--- src/hdl/any1_isa_pkg.sv ---
/* Any1 scalar instruction set */

package any1_isa_pkg;

	// Default width of an instruction word
	localparam int INSN_WIDTH = 36;

	// Width of a register specifier
	localparam int REG_W = 6;

	// ==========================================================
	// Field positions within the instruction word
	// ==========================================================
	localparam int OPC_HI = 7;
	localparam int OPC_LO = 0;
	localparam int RT_HI = 13;
	localparam int RT_LO = 8;
	localparam int RA_HI = 21;
	localparam int RA_LO = 16;
	localparam int RB_HI = 27;
	localparam int RB_LO = 22;
	localparam int FUNC_HI = 35;
	localparam int FUNC_LO = 30;
	localparam int IMM14_HI = 35;
	localparam int IMM14_LO = 22;

	// ==========================================================
	// Major opcodes kept by the scalar decoder
	// ==========================================================
	typedef enum logic [7:0] {
		BRK   = 8'h00,
		R1    = 8'h01,
		R2    = 8'h02,
		R3    = 8'h03,
		ADDI  = 8'h04,
		MULI  = 8'h06,
		ANDI  = 8'h08,
		ORI   = 8'h09,
		XORI  = 8'h0A,
		SLTI  = 8'h0C,
		SLTUI = 8'h0D,
		DIVI  = 8'h0F,
		JAL   = 8'h42,
		// Conditional branches share the 0x48 block
		BEQ   = 8'h48,
		BNE   = 8'h49,
		BLT   = 8'h4A,
		BGE   = 8'h4B,
		BLTU  = 8'h4C,
		BGEU  = 8'h4D,
		LDx   = 8'h60,
		STx   = 8'h70,
		NOP   = 8'hF1
	} opcode_e;

	// Function codes of the R1, R2 and R3 groups are kept distinct
	typedef enum logic [5:0] {
		ADD   = 6'h04,
		SUB   = 6'h05,
		AND   = 6'h08,
		OR    = 6'h09,
		XOR   = 6'h0A,
		MUL   = 6'h10,
		MULU  = 6'h11,
		DIV   = 6'h18,
		DIVU  = 6'h19,
		SLL   = 6'h20,
		SRL   = 6'h21,
		SLLI  = 6'h28,
		SRLI  = 6'h29,
		SEQ   = 6'h30,
		SLT   = 6'h32,
		SLTU  = 6'h34,
		ABS   = 6'h38,
		NABS  = 6'h39,
		NOT   = 6'h3A,
		CTLZ  = 6'h3B,
		CTPOP = 6'h3C,
		CHK   = 6'h3F
	} func_e;

endpackage

--- src/hdl/any1_uop_pkg.sv ---
/* Decoded operation types */

package any1_uop_pkg;

	// ==========================================================
	// Immediate extension rules
	// ==========================================================
	typedef enum logic [3:0] {
		IMM_NONE   = 4'd0,
		// 14-bit immediate with sign, ones or zeros above it
		IMM_SEXT14 = 4'd1,
		IMM_ONES14 = 4'd2,
		IMM_ZEXT14 = 4'd3,
		// Shift count taken from the Rb field
		IMM_SHAMT  = 4'd4,
		IMM_BRANCH = 4'd5,
		IMM_JUMP   = 4'd6,
		// Ten-bit displacements of loads and stores
		IMM_LOAD   = 4'd7,
		IMM_STORE  = 4'd8
	} imm_kind_e;

	// ==========================================================
	// Target register selection
	// ==========================================================
	typedef enum logic [1:0] {
		RT_NONE  = 2'd0,
		RT_FIELD = 2'd1,
		// Link register number for JAL
		RT_LINK  = 2'd2
	} rt_sel_e;

endpackage

--- src/hdl/any1_decode_buffer.sv ---
/* Decode output buffer and issue sender */

`timescale 1ns/1ns

module any1_decode_buffer import any1_isa_pkg::*, any1_uop_pkg::*; #(
	parameter int INSN_W = INSN_WIDTH,
	parameter int XLEN = 64
) (
	input  logic              clk,
	input  logic              rst_n,
	input  logic              slot_full,
	input  logic [INSN_W-1:0] slot_ir,
	input  logic [XLEN-1:0]   slot_ip,
	output logic              slot_take,
	input  logic              ui,
	input  logic              rfwr,
	input  logic              need_rb,
	input  logic              need_rc,
	input  logic              rc_en,
	input  logic              mc,
	input  logic              branch,
	input  logic              mem_op,
	input  rt_sel_e           rt_sel,
	input  logic [XLEN-1:0]   imm,
	input  logic              out_ack,
	output logic              out_req,
	output logic [XLEN-1:0]   out_ip,
	output logic [REG_W-1:0]  out_ra,
	output logic [REG_W-1:0]  out_rb,
	output logic [REG_W-1:0]  out_rc,
	output logic [REG_W-1:0]  out_rt,
	output logic              out_rfwr,
	output logic              out_need_rb,
	output logic              out_need_rc,
	output logic              out_mc,
	output logic              out_branch,
	output logic              out_mem_op,
	output logic              out_ui,
	output logic [XLEN-1:0]   out_imm
);

	typedef enum logic [1:0] {EMPTY, OFFER, RELEASE} tx_state_e;

	tx_state_e        state;
	logic [REG_W-1:0] rt_next;
	logic [REG_W-1:0] rc_next;

	assign slot_take = (state == EMPTY) && slot_full;
	assign out_req = (state == OFFER);

	// JAL links through one of four registers named by bits 9..8
	always_comb begin
		case (rt_sel)
		RT_FIELD: rt_next = slot_ir[RT_HI:RT_LO];
		RT_LINK:  rt_next = {{(REG_W-2){1'b0}}, slot_ir[9:8]};
		default:  rt_next = '0;
		endcase
	end

	// CHK reads its third operand from the Rt field position
	assign rc_next = rc_en ? slot_ir[RT_HI:RT_LO] : '0;

	always_ff @(posedge clk) begin
		if (!rst_n)
			state <= EMPTY;
		else begin
			case (state)
			EMPTY:
				if (slot_full)
					state <= OFFER;
			OFFER:
				if (out_ack)
					state <= RELEASE;
			RELEASE:
				if (!out_ack)
					state <= EMPTY;
			default:
				state <= EMPTY;
			endcase
		end
	end

	always_ff @(posedge clk) begin
		if (slot_take) begin
			out_ip <= slot_ip;
			out_ra <= slot_ir[RA_HI:RA_LO];
			out_rb <= slot_ir[RB_HI:RB_LO];
			out_rc <= rc_next;
			out_rt <= rt_next;
			out_rfwr <= rfwr;
			out_need_rb <= need_rb;
			out_need_rc <= need_rc;
			out_mc <= mc;
			out_branch <= branch;
			out_mem_op <= mem_op;
			out_ui <= ui;
			out_imm <= imm;
		end
	end

endmodule

--- src/hdl/any1_decode_top.sv ---
/* Scalar decode stage */

`timescale 1ns/1ns

module any1_decode_top import any1_isa_pkg::*, any1_uop_pkg::*; #(
	parameter int INSN_W = INSN_WIDTH,
	parameter int XLEN = 64
) (
	input  logic              clk,
	input  logic              rst_n,
	input  logic              in_req,
	input  logic [INSN_W-1:0] in_ir,
	input  logic [XLEN-1:0]   in_ip,
	output logic              in_ack,
	input  logic              out_ack,
	output logic              out_req,
	output logic [XLEN-1:0]   out_ip,
	output logic [REG_W-1:0]  out_ra,
	output logic [REG_W-1:0]  out_rb,
	output logic [REG_W-1:0]  out_rc,
	output logic [REG_W-1:0]  out_rt,
	output logic              out_rfwr,
	output logic              out_need_rb,
	output logic              out_need_rc,
	output logic              out_mc,
	output logic              out_branch,
	output logic              out_mem_op,
	output logic              out_ui,
	output logic [XLEN-1:0]   out_imm
);

	// Input slot
	logic              slot_full;
	logic              slot_take;
	logic [INSN_W-1:0] slot_ir;
	logic [XLEN-1:0]   slot_ip;

	// Combinational decode of the slot
	logic      ui;
	logic      rfwr;
	logic      need_rb;
	logic      need_rc;
	logic      rc_en;
	logic      mc;
	logic      branch;
	logic      mem_op;
	imm_kind_e imm_kind;
	rt_sel_e   rt_sel;
	logic [XLEN-1:0] imm;

	any1_fetch_port #(.INSN_W(INSN_W), .XLEN(XLEN)) fetch0 (
		.clk(clk), .rst_n(rst_n),
		.in_req(in_req), .in_ir(in_ir), .in_ip(in_ip), .in_ack(in_ack),
		.slot_take(slot_take), .slot_full(slot_full),
		.slot_ir(slot_ir), .slot_ip(slot_ip)
	);

	any1_opcode_classify #(.INSN_W(INSN_W), .XLEN(XLEN)) classify0 (
		.slot_ir(slot_ir),
		.ui(ui), .rfwr(rfwr), .need_rb(need_rb), .need_rc(need_rc),
		.rc_en(rc_en), .mc(mc), .branch(branch), .mem_op(mem_op),
		.imm_kind(imm_kind), .rt_sel(rt_sel)
	);

	any1_imm_gen #(.INSN_W(INSN_W), .XLEN(XLEN)) immgen0 (
		.slot_ir(slot_ir), .imm_kind(imm_kind), .imm(imm)
	);

	any1_decode_buffer #(.INSN_W(INSN_W), .XLEN(XLEN)) buffer0 (
		.clk(clk), .rst_n(rst_n),
		.slot_full(slot_full), .slot_ir(slot_ir), .slot_ip(slot_ip),
		.slot_take(slot_take),
		.ui(ui), .rfwr(rfwr), .need_rb(need_rb), .need_rc(need_rc),
		.rc_en(rc_en), .mc(mc), .branch(branch), .mem_op(mem_op),
		.rt_sel(rt_sel), .imm(imm),
		.out_ack(out_ack), .out_req(out_req), .out_ip(out_ip),
		.out_ra(out_ra), .out_rb(out_rb), .out_rc(out_rc), .out_rt(out_rt),
		.out_rfwr(out_rfwr), .out_need_rb(out_need_rb), .out_need_rc(out_need_rc),
		.out_mc(out_mc), .out_branch(out_branch), .out_mem_op(out_mem_op),
		.out_ui(out_ui), .out_imm(out_imm)
	);

endmodule

--- src/hdl/any1_fetch_port.sv ---
/* Fetch receiver and input slot */

`timescale 1ns/1ns

module any1_fetch_port import any1_isa_pkg::*; #(
	parameter int INSN_W = INSN_WIDTH,
	parameter int XLEN = 64
) (
	input  logic              clk,
	input  logic              rst_n,
	input  logic              in_req,
	input  logic [INSN_W-1:0] in_ir,
	input  logic [XLEN-1:0]   in_ip,
	output logic              in_ack,
	input  logic              slot_take,
	output logic              slot_full,
	output logic [INSN_W-1:0] slot_ir,
	output logic [XLEN-1:0]   slot_ip
);

	typedef enum logic {IDLE, ACKED} rx_state_e;

	rx_state_e state;
	logic      capture;

	// A request is only taken while the slot has room
	assign capture = (state == IDLE) && in_req && !slot_full;
	assign in_ack = (state == ACKED);

	always_ff @(posedge clk) begin
		if (!rst_n) begin
			state <= IDLE;
			slot_full <= 1'b0;
		end else begin
			case (state)
			IDLE:
				if (capture)
					state <= ACKED;
			ACKED:
				if (!in_req)
					state <= IDLE;
			default:
				state <= IDLE;
			endcase
			// Capture and take never coincide since one needs an empty slot
			if (capture)
				slot_full <= 1'b1;
			else if (slot_take)
				slot_full <= 1'b0;
		end
	end

	always_ff @(posedge clk) begin
		if (capture) begin
			slot_ir <= in_ir;
			slot_ip <= in_ip;
		end
	end

endmodule

--- src/hdl/any1_imm_gen.sv ---
/* Immediate generation */

`timescale 1ns/1ns

module any1_imm_gen import any1_isa_pkg::*, any1_uop_pkg::*; #(
	parameter int INSN_W = INSN_WIDTH,
	parameter int XLEN = 64
) (
	input  logic [INSN_W-1:0] slot_ir,
	input  imm_kind_e         imm_kind,
	output logic [XLEN-1:0]   imm
);

	localparam int IMM14_W = IMM14_HI - IMM14_LO + 1;

	logic [IMM14_W-1:0] imm14;
	logic [REG_W-1:0]   shamt;
	logic [11:0]        bdisp;
	logic [25:0]        jdisp;
	logic [9:0]         ldisp;
	logic [9:0]         sdisp;

	// Raw fields before extension
	assign imm14 = slot_ir[IMM14_HI:IMM14_LO];
	assign shamt = slot_ir[RB_HI:RB_LO];
	// Branch displacement is split around the Ra and Rb fields
	assign bdisp = {slot_ir[35:29], slot_ir[12:8]};
	assign jdisp = slot_ir[35:10];
	assign ldisp = slot_ir[31:22];
	// Store displacement uses the Rt field for its low bits
	assign sdisp = {slot_ir[35:32], slot_ir[13:8]};

	always_comb begin
		case (imm_kind)
		IMM_SEXT14:
			imm = {{(XLEN-IMM14_W){imm14[IMM14_W-1]}}, imm14};
		IMM_ONES14:
			imm = {{(XLEN-IMM14_W){1'b1}}, imm14};
		IMM_ZEXT14:
			imm = {{(XLEN-IMM14_W){1'b0}}, imm14};
		IMM_SHAMT:
			imm = {{(XLEN-REG_W){1'b0}}, shamt};
		IMM_BRANCH:
			imm = {{(XLEN-12){bdisp[11]}}, bdisp};
		IMM_JUMP:
			imm = {{(XLEN-26){jdisp[25]}}, jdisp};
		IMM_LOAD:
			imm = {{(XLEN-10){ldisp[9]}}, ldisp};
		IMM_STORE:
			imm = {{(XLEN-10){sdisp[9]}}, sdisp};
		default:
			imm = '0;
		endcase
	end

endmodule

--- src/hdl/any1_opcode_classify.sv ---
/* Opcode and function classification */

`timescale 1ns/1ns

module any1_opcode_classify import any1_isa_pkg::*, any1_uop_pkg::*; #(
	parameter int INSN_W = INSN_WIDTH,
	parameter int XLEN = 64
) (
	input  logic [INSN_W-1:0] slot_ir,
	output logic              ui,
	output logic              rfwr,
	output logic              need_rb,
	output logic              need_rc,
	output logic              rc_en,
	output logic              mc,
	output logic              branch,
	output logic              mem_op,
	output imm_kind_e         imm_kind,
	output rt_sel_e           rt_sel
);

	opcode_e opc;
	func_e   fn;

	assign opc = opcode_e'(slot_ir[OPC_HI:OPC_LO]);
	assign fn = func_e'(slot_ir[FUNC_HI:FUNC_LO]);

	always_comb begin
		ui = 1'b1;
		rfwr = 1'b0;
		need_rb = 1'b0;
		need_rc = 1'b0;
		rc_en = 1'b0;
		mc = 1'b0;
		branch = 1'b0;
		mem_op = 1'b0;
		imm_kind = IMM_NONE;
		rt_sel = RT_NONE;
		case (opc)
		BRK, NOP:
			ui = 1'b0;
		// ==========================================================
		// Register forms
		// ==========================================================
		R1:
			if (fn inside {ABS, NABS, NOT, CTLZ, CTPOP}) begin
				ui = 1'b0;
				rfwr = 1'b1;
				rt_sel = RT_FIELD;
			end
		R2: begin
			// Rb is wanted even when the function is unknown
			need_rb = 1'b1;
			case (fn)
			ADD, SUB, AND, OR, XOR, SLL, SRL, SEQ, SLT, SLTU: begin
				ui = 1'b0;
				rfwr = 1'b1;
				rt_sel = RT_FIELD;
			end
			MUL, MULU, DIV, DIVU: begin
				ui = 1'b0;
				rfwr = 1'b1;
				mc = 1'b1;
				rt_sel = RT_FIELD;
			end
			SLLI, SRLI: begin
				ui = 1'b0;
				rfwr = 1'b1;
				rt_sel = RT_FIELD;
				imm_kind = IMM_SHAMT;
			end
			default: ;
			endcase
		end
		R3: begin
			need_rb = 1'b1;
			if (fn == CHK) begin
				ui = 1'b0;
				need_rc = 1'b1;
				rc_en = 1'b1;
			end
		end
		// ==========================================================
		// Immediate, control transfer and memory forms
		// ==========================================================
		ADDI, SLTI, MULI, DIVI, ANDI, ORI, XORI, SLTUI: begin
			ui = 1'b0;
			rfwr = 1'b1;
			rt_sel = RT_FIELD;
			mc = (opc == MULI) || (opc == DIVI);
			if (opc == ANDI)
				imm_kind = IMM_ONES14;
			else if (opc inside {ORI, XORI, SLTUI})
				imm_kind = IMM_ZEXT14;
			else
				imm_kind = IMM_SEXT14;
		end
		BEQ, BNE, BLT, BGE, BLTU, BGEU: begin
			ui = 1'b0;
			branch = 1'b1;
			need_rb = 1'b1;
			imm_kind = IMM_BRANCH;
		end
		JAL: begin
			ui = 1'b0;
			rfwr = 1'b1;
			rt_sel = RT_LINK;
			imm_kind = IMM_JUMP;
		end
		LDx: begin
			ui = 1'b0;
			rfwr = 1'b1;
			rt_sel = RT_FIELD;
			mc = 1'b1;
			mem_op = 1'b1;
			imm_kind = IMM_LOAD;
		end
		STx: begin
			ui = 1'b0;
			need_rb = 1'b1;
			mc = 1'b1;
			mem_op = 1'b1;
			imm_kind = IMM_STORE;
		end
		default: ;
		endcase
	end

endmodule

--- config.mk ---
export PLATFORM = sky130hd
export DESIGN_NAME = any1_decode_top
export DESIGN_NICKNAME = d
export VERILOG_FILES = /design/src/hdl/any1_isa_pkg.sv /design/src/hdl/any1_uop_pkg.sv /design/src/hdl/any1_decode_buffer.sv /design/src/hdl/any1_decode_top.sv /design/src/hdl/any1_fetch_port.sv /design/src/hdl/any1_imm_gen.sv /design/src/hdl/any1_opcode_classify.sv
export SDC_FILE = /design/constraint.sdc
export NUM_CORES = 1
export LEC_CHECK = 0
export BUFFER_PORTS_ARGS = -buffer_cell sky130_fd_sc_hd__buf_2
export CELL_PAD_IN_SITES_DETAIL_PLACEMENT = 1
export CELL_PAD_IN_SITES_GLOBAL_PLACEMENT = 1
export CORE_UTILIZATION = 40
export CTS_BUF_LIST = sky130_fd_sc_hd__clkbuf_4 sky130_fd_sc_hd__clkbuf_8
export DETAILED_ROUTE_END_ITERATION = 10
export GPL_ROUTABILITY_DRIVEN = 0
export PLACE_DENSITY_LB_ADDON = 0.1
export SLEW_MARGIN = 20
export SYNTH_ARGS = -nofsm -noshare
export SYNTH_HDL_FRONTEND = slang
export SYNTH_SLANG_ARGS = --single-unit
export TNS_END_PERCENT = 5
--- constraint.sdc ---
create_clock -name clk -period 12.1 [get_ports clk]
set_clock_uncertainty 0.05 [all_clocks]
set_input_delay 0.605 -clock clk [delete_from_list [all_inputs] [get_ports clk]]
set_output_delay 0.605 -clock clk [all_outputs]
set_load 0.005 [all_outputs]
==> results.sh <==
export IMPL_status="complete, no violations"
export IMPL_synth_async_sr_flop_share=0
export IMPL_final_min_clock_period_ns=2.78
export IMPL_drc=0
export IMPL_overflow=0
export IMPL_area_growth_synth_to_final_pct=25.1
export IMPL_synth_net_count=545
export IMPL_syn_area_um2=8170
export IMPL_root_buffer="sky130_fd_sc_hd__clkbuf_8"
export IMPL_yosysTopAreaCellShare=0.812
export IMPL_syn_inst=439
export IMPL_critical_path_top_delay_family="simple AND/OR/NAND/NOR gates"
export IMPL_synth_warnings=0
export IMPL_grt_pass1_wl_um=29100
export IMPL_synth_sequential_area_ratio=0.822
export IMPL_cp_cell_sequence="or3_1, nor3_4, nand2_1, clkinv_1, ha_1, o21bai_1, nor2_1"
export IMPL_cts_inserted_buffers=38
export IMPL_clock_power_share=0.374
export IMPL_finalWorstSetupSlack_ns=9.32
export IMPL_finalCoreUtilization=0.519
export IMPL_setup_viol=0
export IMPL_placement_setup_worst_slack_ns=9.14
export IMPL_synth_enable_flop_cells=221
export IMPL_io_pin_count=265
export IMPL_antenna_violations_before_repair=2
export IMPL_dieArea_um2=21000
export IMPL_power_share_sequential=0.558
export IMPL_critPathRequiredTime_ns=12.32
export IMPL_p_sw_frac=0.229
export IMPL_vdd_ir_drop_max_mv=0.0884
export IMPL_slowest_delay_ns=0.62
export IMPL_die_h_um=145
export IMPL_first_global_vias=5045
export IMPL_grt_setup_unrepaired="false"
export IMPL_detail_route_first_pass_iterations=4
export IMPL_hp_class="input pin to flop"
export IMPL_vias=4760
export IMPL_grt_start_max_net_pins=64
export IMPL_crit_fanout=18
export IMPL_synthDominantAreaCellType="sky130_fd_sc_hd__edfxtp_1"
export IMPL_switching_power_uw=391
export IMPL_initial_core_util=0.414
export IMPL_netlist_cell_type_count=56
export IMPL_synth_main_ff_cell="sky130_fd_sc_hd__edfxtp_1"
export IMPL_relSlewSlack=0.398
export IMPL_fin_tns_setup_ns=0
export IMPL_clk_path_buf_depth=3
export IMPL_ant_nets=0
export IMPL_cts_htree_levels=2
export IMPL_timing_final_max_slew_violations=0
export IMPL_die_x_um=145
export IMPL_numClockSinks=225
export IMPL_critical_path_endpoint_type="flop"
export IMPL_clk_transition_reported_paths_ns=0.06
export IMPL_worst_setup_path_type="flop to flop"
export IMPL_critical_path_arrival_ns=3.00
export IMPL_hpwlAfterDp_um=13000
export IMPL_post_dr_wirelength_cell_um=19.3
export IMPL_core_area_um2=19700
export IMPL_power_density_nw_per_um2=167
export IMPL_cts_hold_repair_buffers=0
export IMPL_post_cts_resize_count=0
export IMPL_tightestPinTransition_ns=0.902
export IMPL_min_period_over_period=0.230
export IMPL_synthTopCellsByArea="sky130_fd_sc_hd__edfxtp_1 (81%), sky130_fd_sc_hd__buf_4 (3.7%), sky130_fd_sc_hd__a21o_1 (1.2%)"
export IMPL_ys_ff_latch=225
export IMPL_dr_iter_0_viols=206
export IMPL_crit_path_top_delay_cell="sky130_fd_sc_hd__edfxtp_1"
export IMPL_report_final_hold_viol_count=0
export IMPL_leakage_nw=4.06
export IMPL_start_kind="flop"
export IMPL_placement_rows=51
export IMPL_post_synth_cell_area_avg_um2=18.6
export IMPL_p_int_mw=1.32
export IMPL_fraction_of_final_layout_cells_sized_beyond_drive_strength_1=0.474
export IMPL_num_nets_final=800
export IMPL_share_comb_of_total_power=0.067
export IMPL_routed_via_density=4.82
export IMPL_achievable_frequency_mhz=359
export IMPL_port_buffers=264
export IMPL_tritoncts_clock_tree="built"
export IMPL_postCtsSetupBuffers=0
export IMPL_clock_latency_ns=0.53
export IMPL_finalWirelength_um=19000
export IMPL_finalPower_mw=1.71
export IMPL_crit_buf_inv=1
export IMPL_cap_viol_max_count=0
export IMPL_grtUsageTotal=0.181
## cell usage after synthesis (all sizes together) (2+ instances only)
| cell type | count |
|---|---|
| ha | 2 |
| nand2 | 11 |
| or3 | 2 |
| clkbuf | 7 |
| nand4 | 3 |
| a221o | 6 |
| nor2 | 14 |
| a22oi | 12 |
| o21bai | 4 |
| nor4 | 6 |
| dfxtp | 4 |
| nor2b | 7 |
| and3 | 4 |
| nand3 | 3 |
| nor3 | 7 |
| a21oi | 6 |
| o21ai | 8 |
| o2bb2ai | 5 |
| o31a | 2 |
| buf | 47 |
| edfxtp | 221 |
| a41o | 2 |
| inv | 8 |
| and2 | 10 |
| nand3b | 2 |
| a21o | 13 |
## layout by cell type, fill, tap and decap left out, types with 6 or more instances in the layout
| master | n |
|---|---|
| sky130_fd_sc_hd__buf_2 | 264 |
| sky130_fd_sc_hd__edfxtp_1 | 221 |
| sky130_fd_sc_hd__clkbuf_8 | 40 |
| sky130_fd_sc_hd__nor2_1 | 14 |
| sky130_fd_sc_hd__a21o_1 | 13 |
| sky130_fd_sc_hd__a22oi_1 | 12 |
| sky130_fd_sc_hd__clkbuf_4 | 12 |
| sky130_fd_sc_hd__nand2_1 | 11 |
| sky130_fd_sc_hd__and2_1 | 10 |
| sky130_fd_sc_hd__clkinv_1 | 9 |
| sky130_fd_sc_hd__inv_1 | 8 |
| sky130_fd_sc_hd__o21ai_0 | 8 |
| sky130_fd_sc_hd__nor2b_1 | 6 |
| sky130_fd_sc_hd__a221o_1 | 6 |
| sky130_fd_sc_hd__a21oi_1 | 6 |
## through the flow
stage	area [µm²]	hold slack, ns	std cells
2_1_floorplan	8170	0.350	439
3_3_place_gp	9510	0.350	919
3_5_place_dp	9510	0.356	919
4_1_cts	10200	0.163	985
5_1_grt	10200	0.160	985
6_report	10200	0.198	987
## flip-flops by register name (all words and copies together) (netlist names)
signal and flops:
fetch0.slot_full 1, buffer0.out_mem_op 1, buffer0.out_ra 6, fetch0.slot_ir 36, buffer0.out_rc 6, buffer0.out_mc 1
buffer0.out_rt 6, buffer0.out_rfwr 1, fetch0.in_ack 1, buffer0.state 2, buffer0.out_need_rc 1, fetch0.slot_ip 64
buffer0.out_branch 1, buffer0.out_ip 64, buffer0.out_need_rb 1, buffer0.out_imm 26, buffer0.out_rb 6, buffer0.out_ui 1
## final cells by class
type | instances | area, µm²
antenna | 2 | 5.00
clock inverter | 14 | 71.3
timing repair buffer | 269 | 1360
fill | 1986 | 9490
tap | 265 | 332
multi-input combinational | 151 | 1070
sequential | 225 | 6720
inverter | 9 | 33.8
clock buffer | 52 | 641
## worst register-to-register path: stages (launching register included)
cell                       delay (ns)
sky130_fd_sc_hd__edfxtp_1        0.62
sky130_fd_sc_hd__or3_1           0.45
sky130_fd_sc_hd__nor3_4          0.10
sky130_fd_sc_hd__nand2_1         0.16
sky130_fd_sc_hd__clkinv_1        0.48
sky130_fd_sc_hd__ha_1            0.43
sky130_fd_sc_hd__o21bai_1        0.17
sky130_fd_sc_hd__nor2_1          0.07
## final timing paths
kind	from	cells after the start	slack, ns	end
worst min register to register	fetch0.slot_ip[26]	0	0.37	buffer0.out_ip[26]
worst max register to register	fetch0.slot_ir[0]	7	9.32	buffer0.out_rt[1]
worst min-delay path	in_ip[32]	1	0.20	fetch0.slot_ip[32]
worst max-delay path	fetch0.slot_ir[0]	7	9.32	buffer0.out_rt[1]
## power by group through the flow
| stage | Sequential [mW] | Combinational (mW) | Clock [mW] |
|---|---|---|---|
| 2_1_floorplan | 0.974 | 0.0581 | 0 |
| 3_3_place_gp | 0.966 | 0.115 | 0 |
| 3_5_place_dp | 0.969 | 0.118 | 0 |
| 4_1_cts | 0.954 | 0.118 | 0.660 |
| 5_1_grt | 0.959 | 0.127 | 0.689 |
| 6_report | 0.953 | 0.115 | 0.638 |
## metal layers
layer  routed length, µm  global-route usage  vias up  share of wire
met1                7510               0.212     2300           0.40
met4                 450              0.0670        2          0.024
met2                9170               0.292      229           0.48
met5                  12                   0        -        0.00063
met3                1870              0.0814       38          0.098
li1                    -                   -     2191              -
## cell families (layout without fill, tap and decap cells)
kind of cell | count (synthesis) | after routing | share of synthesized area
xor gates and xnor gates | 2 | 2 | 0.00214
adders and majority gates | 2 | 2 | 0.00306
AOI/OAI and AO/OA | 71 | 71 | 0.0686
DFF | 225 | 225 | 0.822
and+or+nand+nor | 76 | 76 | 0.0553
buffers and inverters | 63 | 344 | 0.0491
other | 0 | 2 | 0
(Power assumes the default switching activity.)
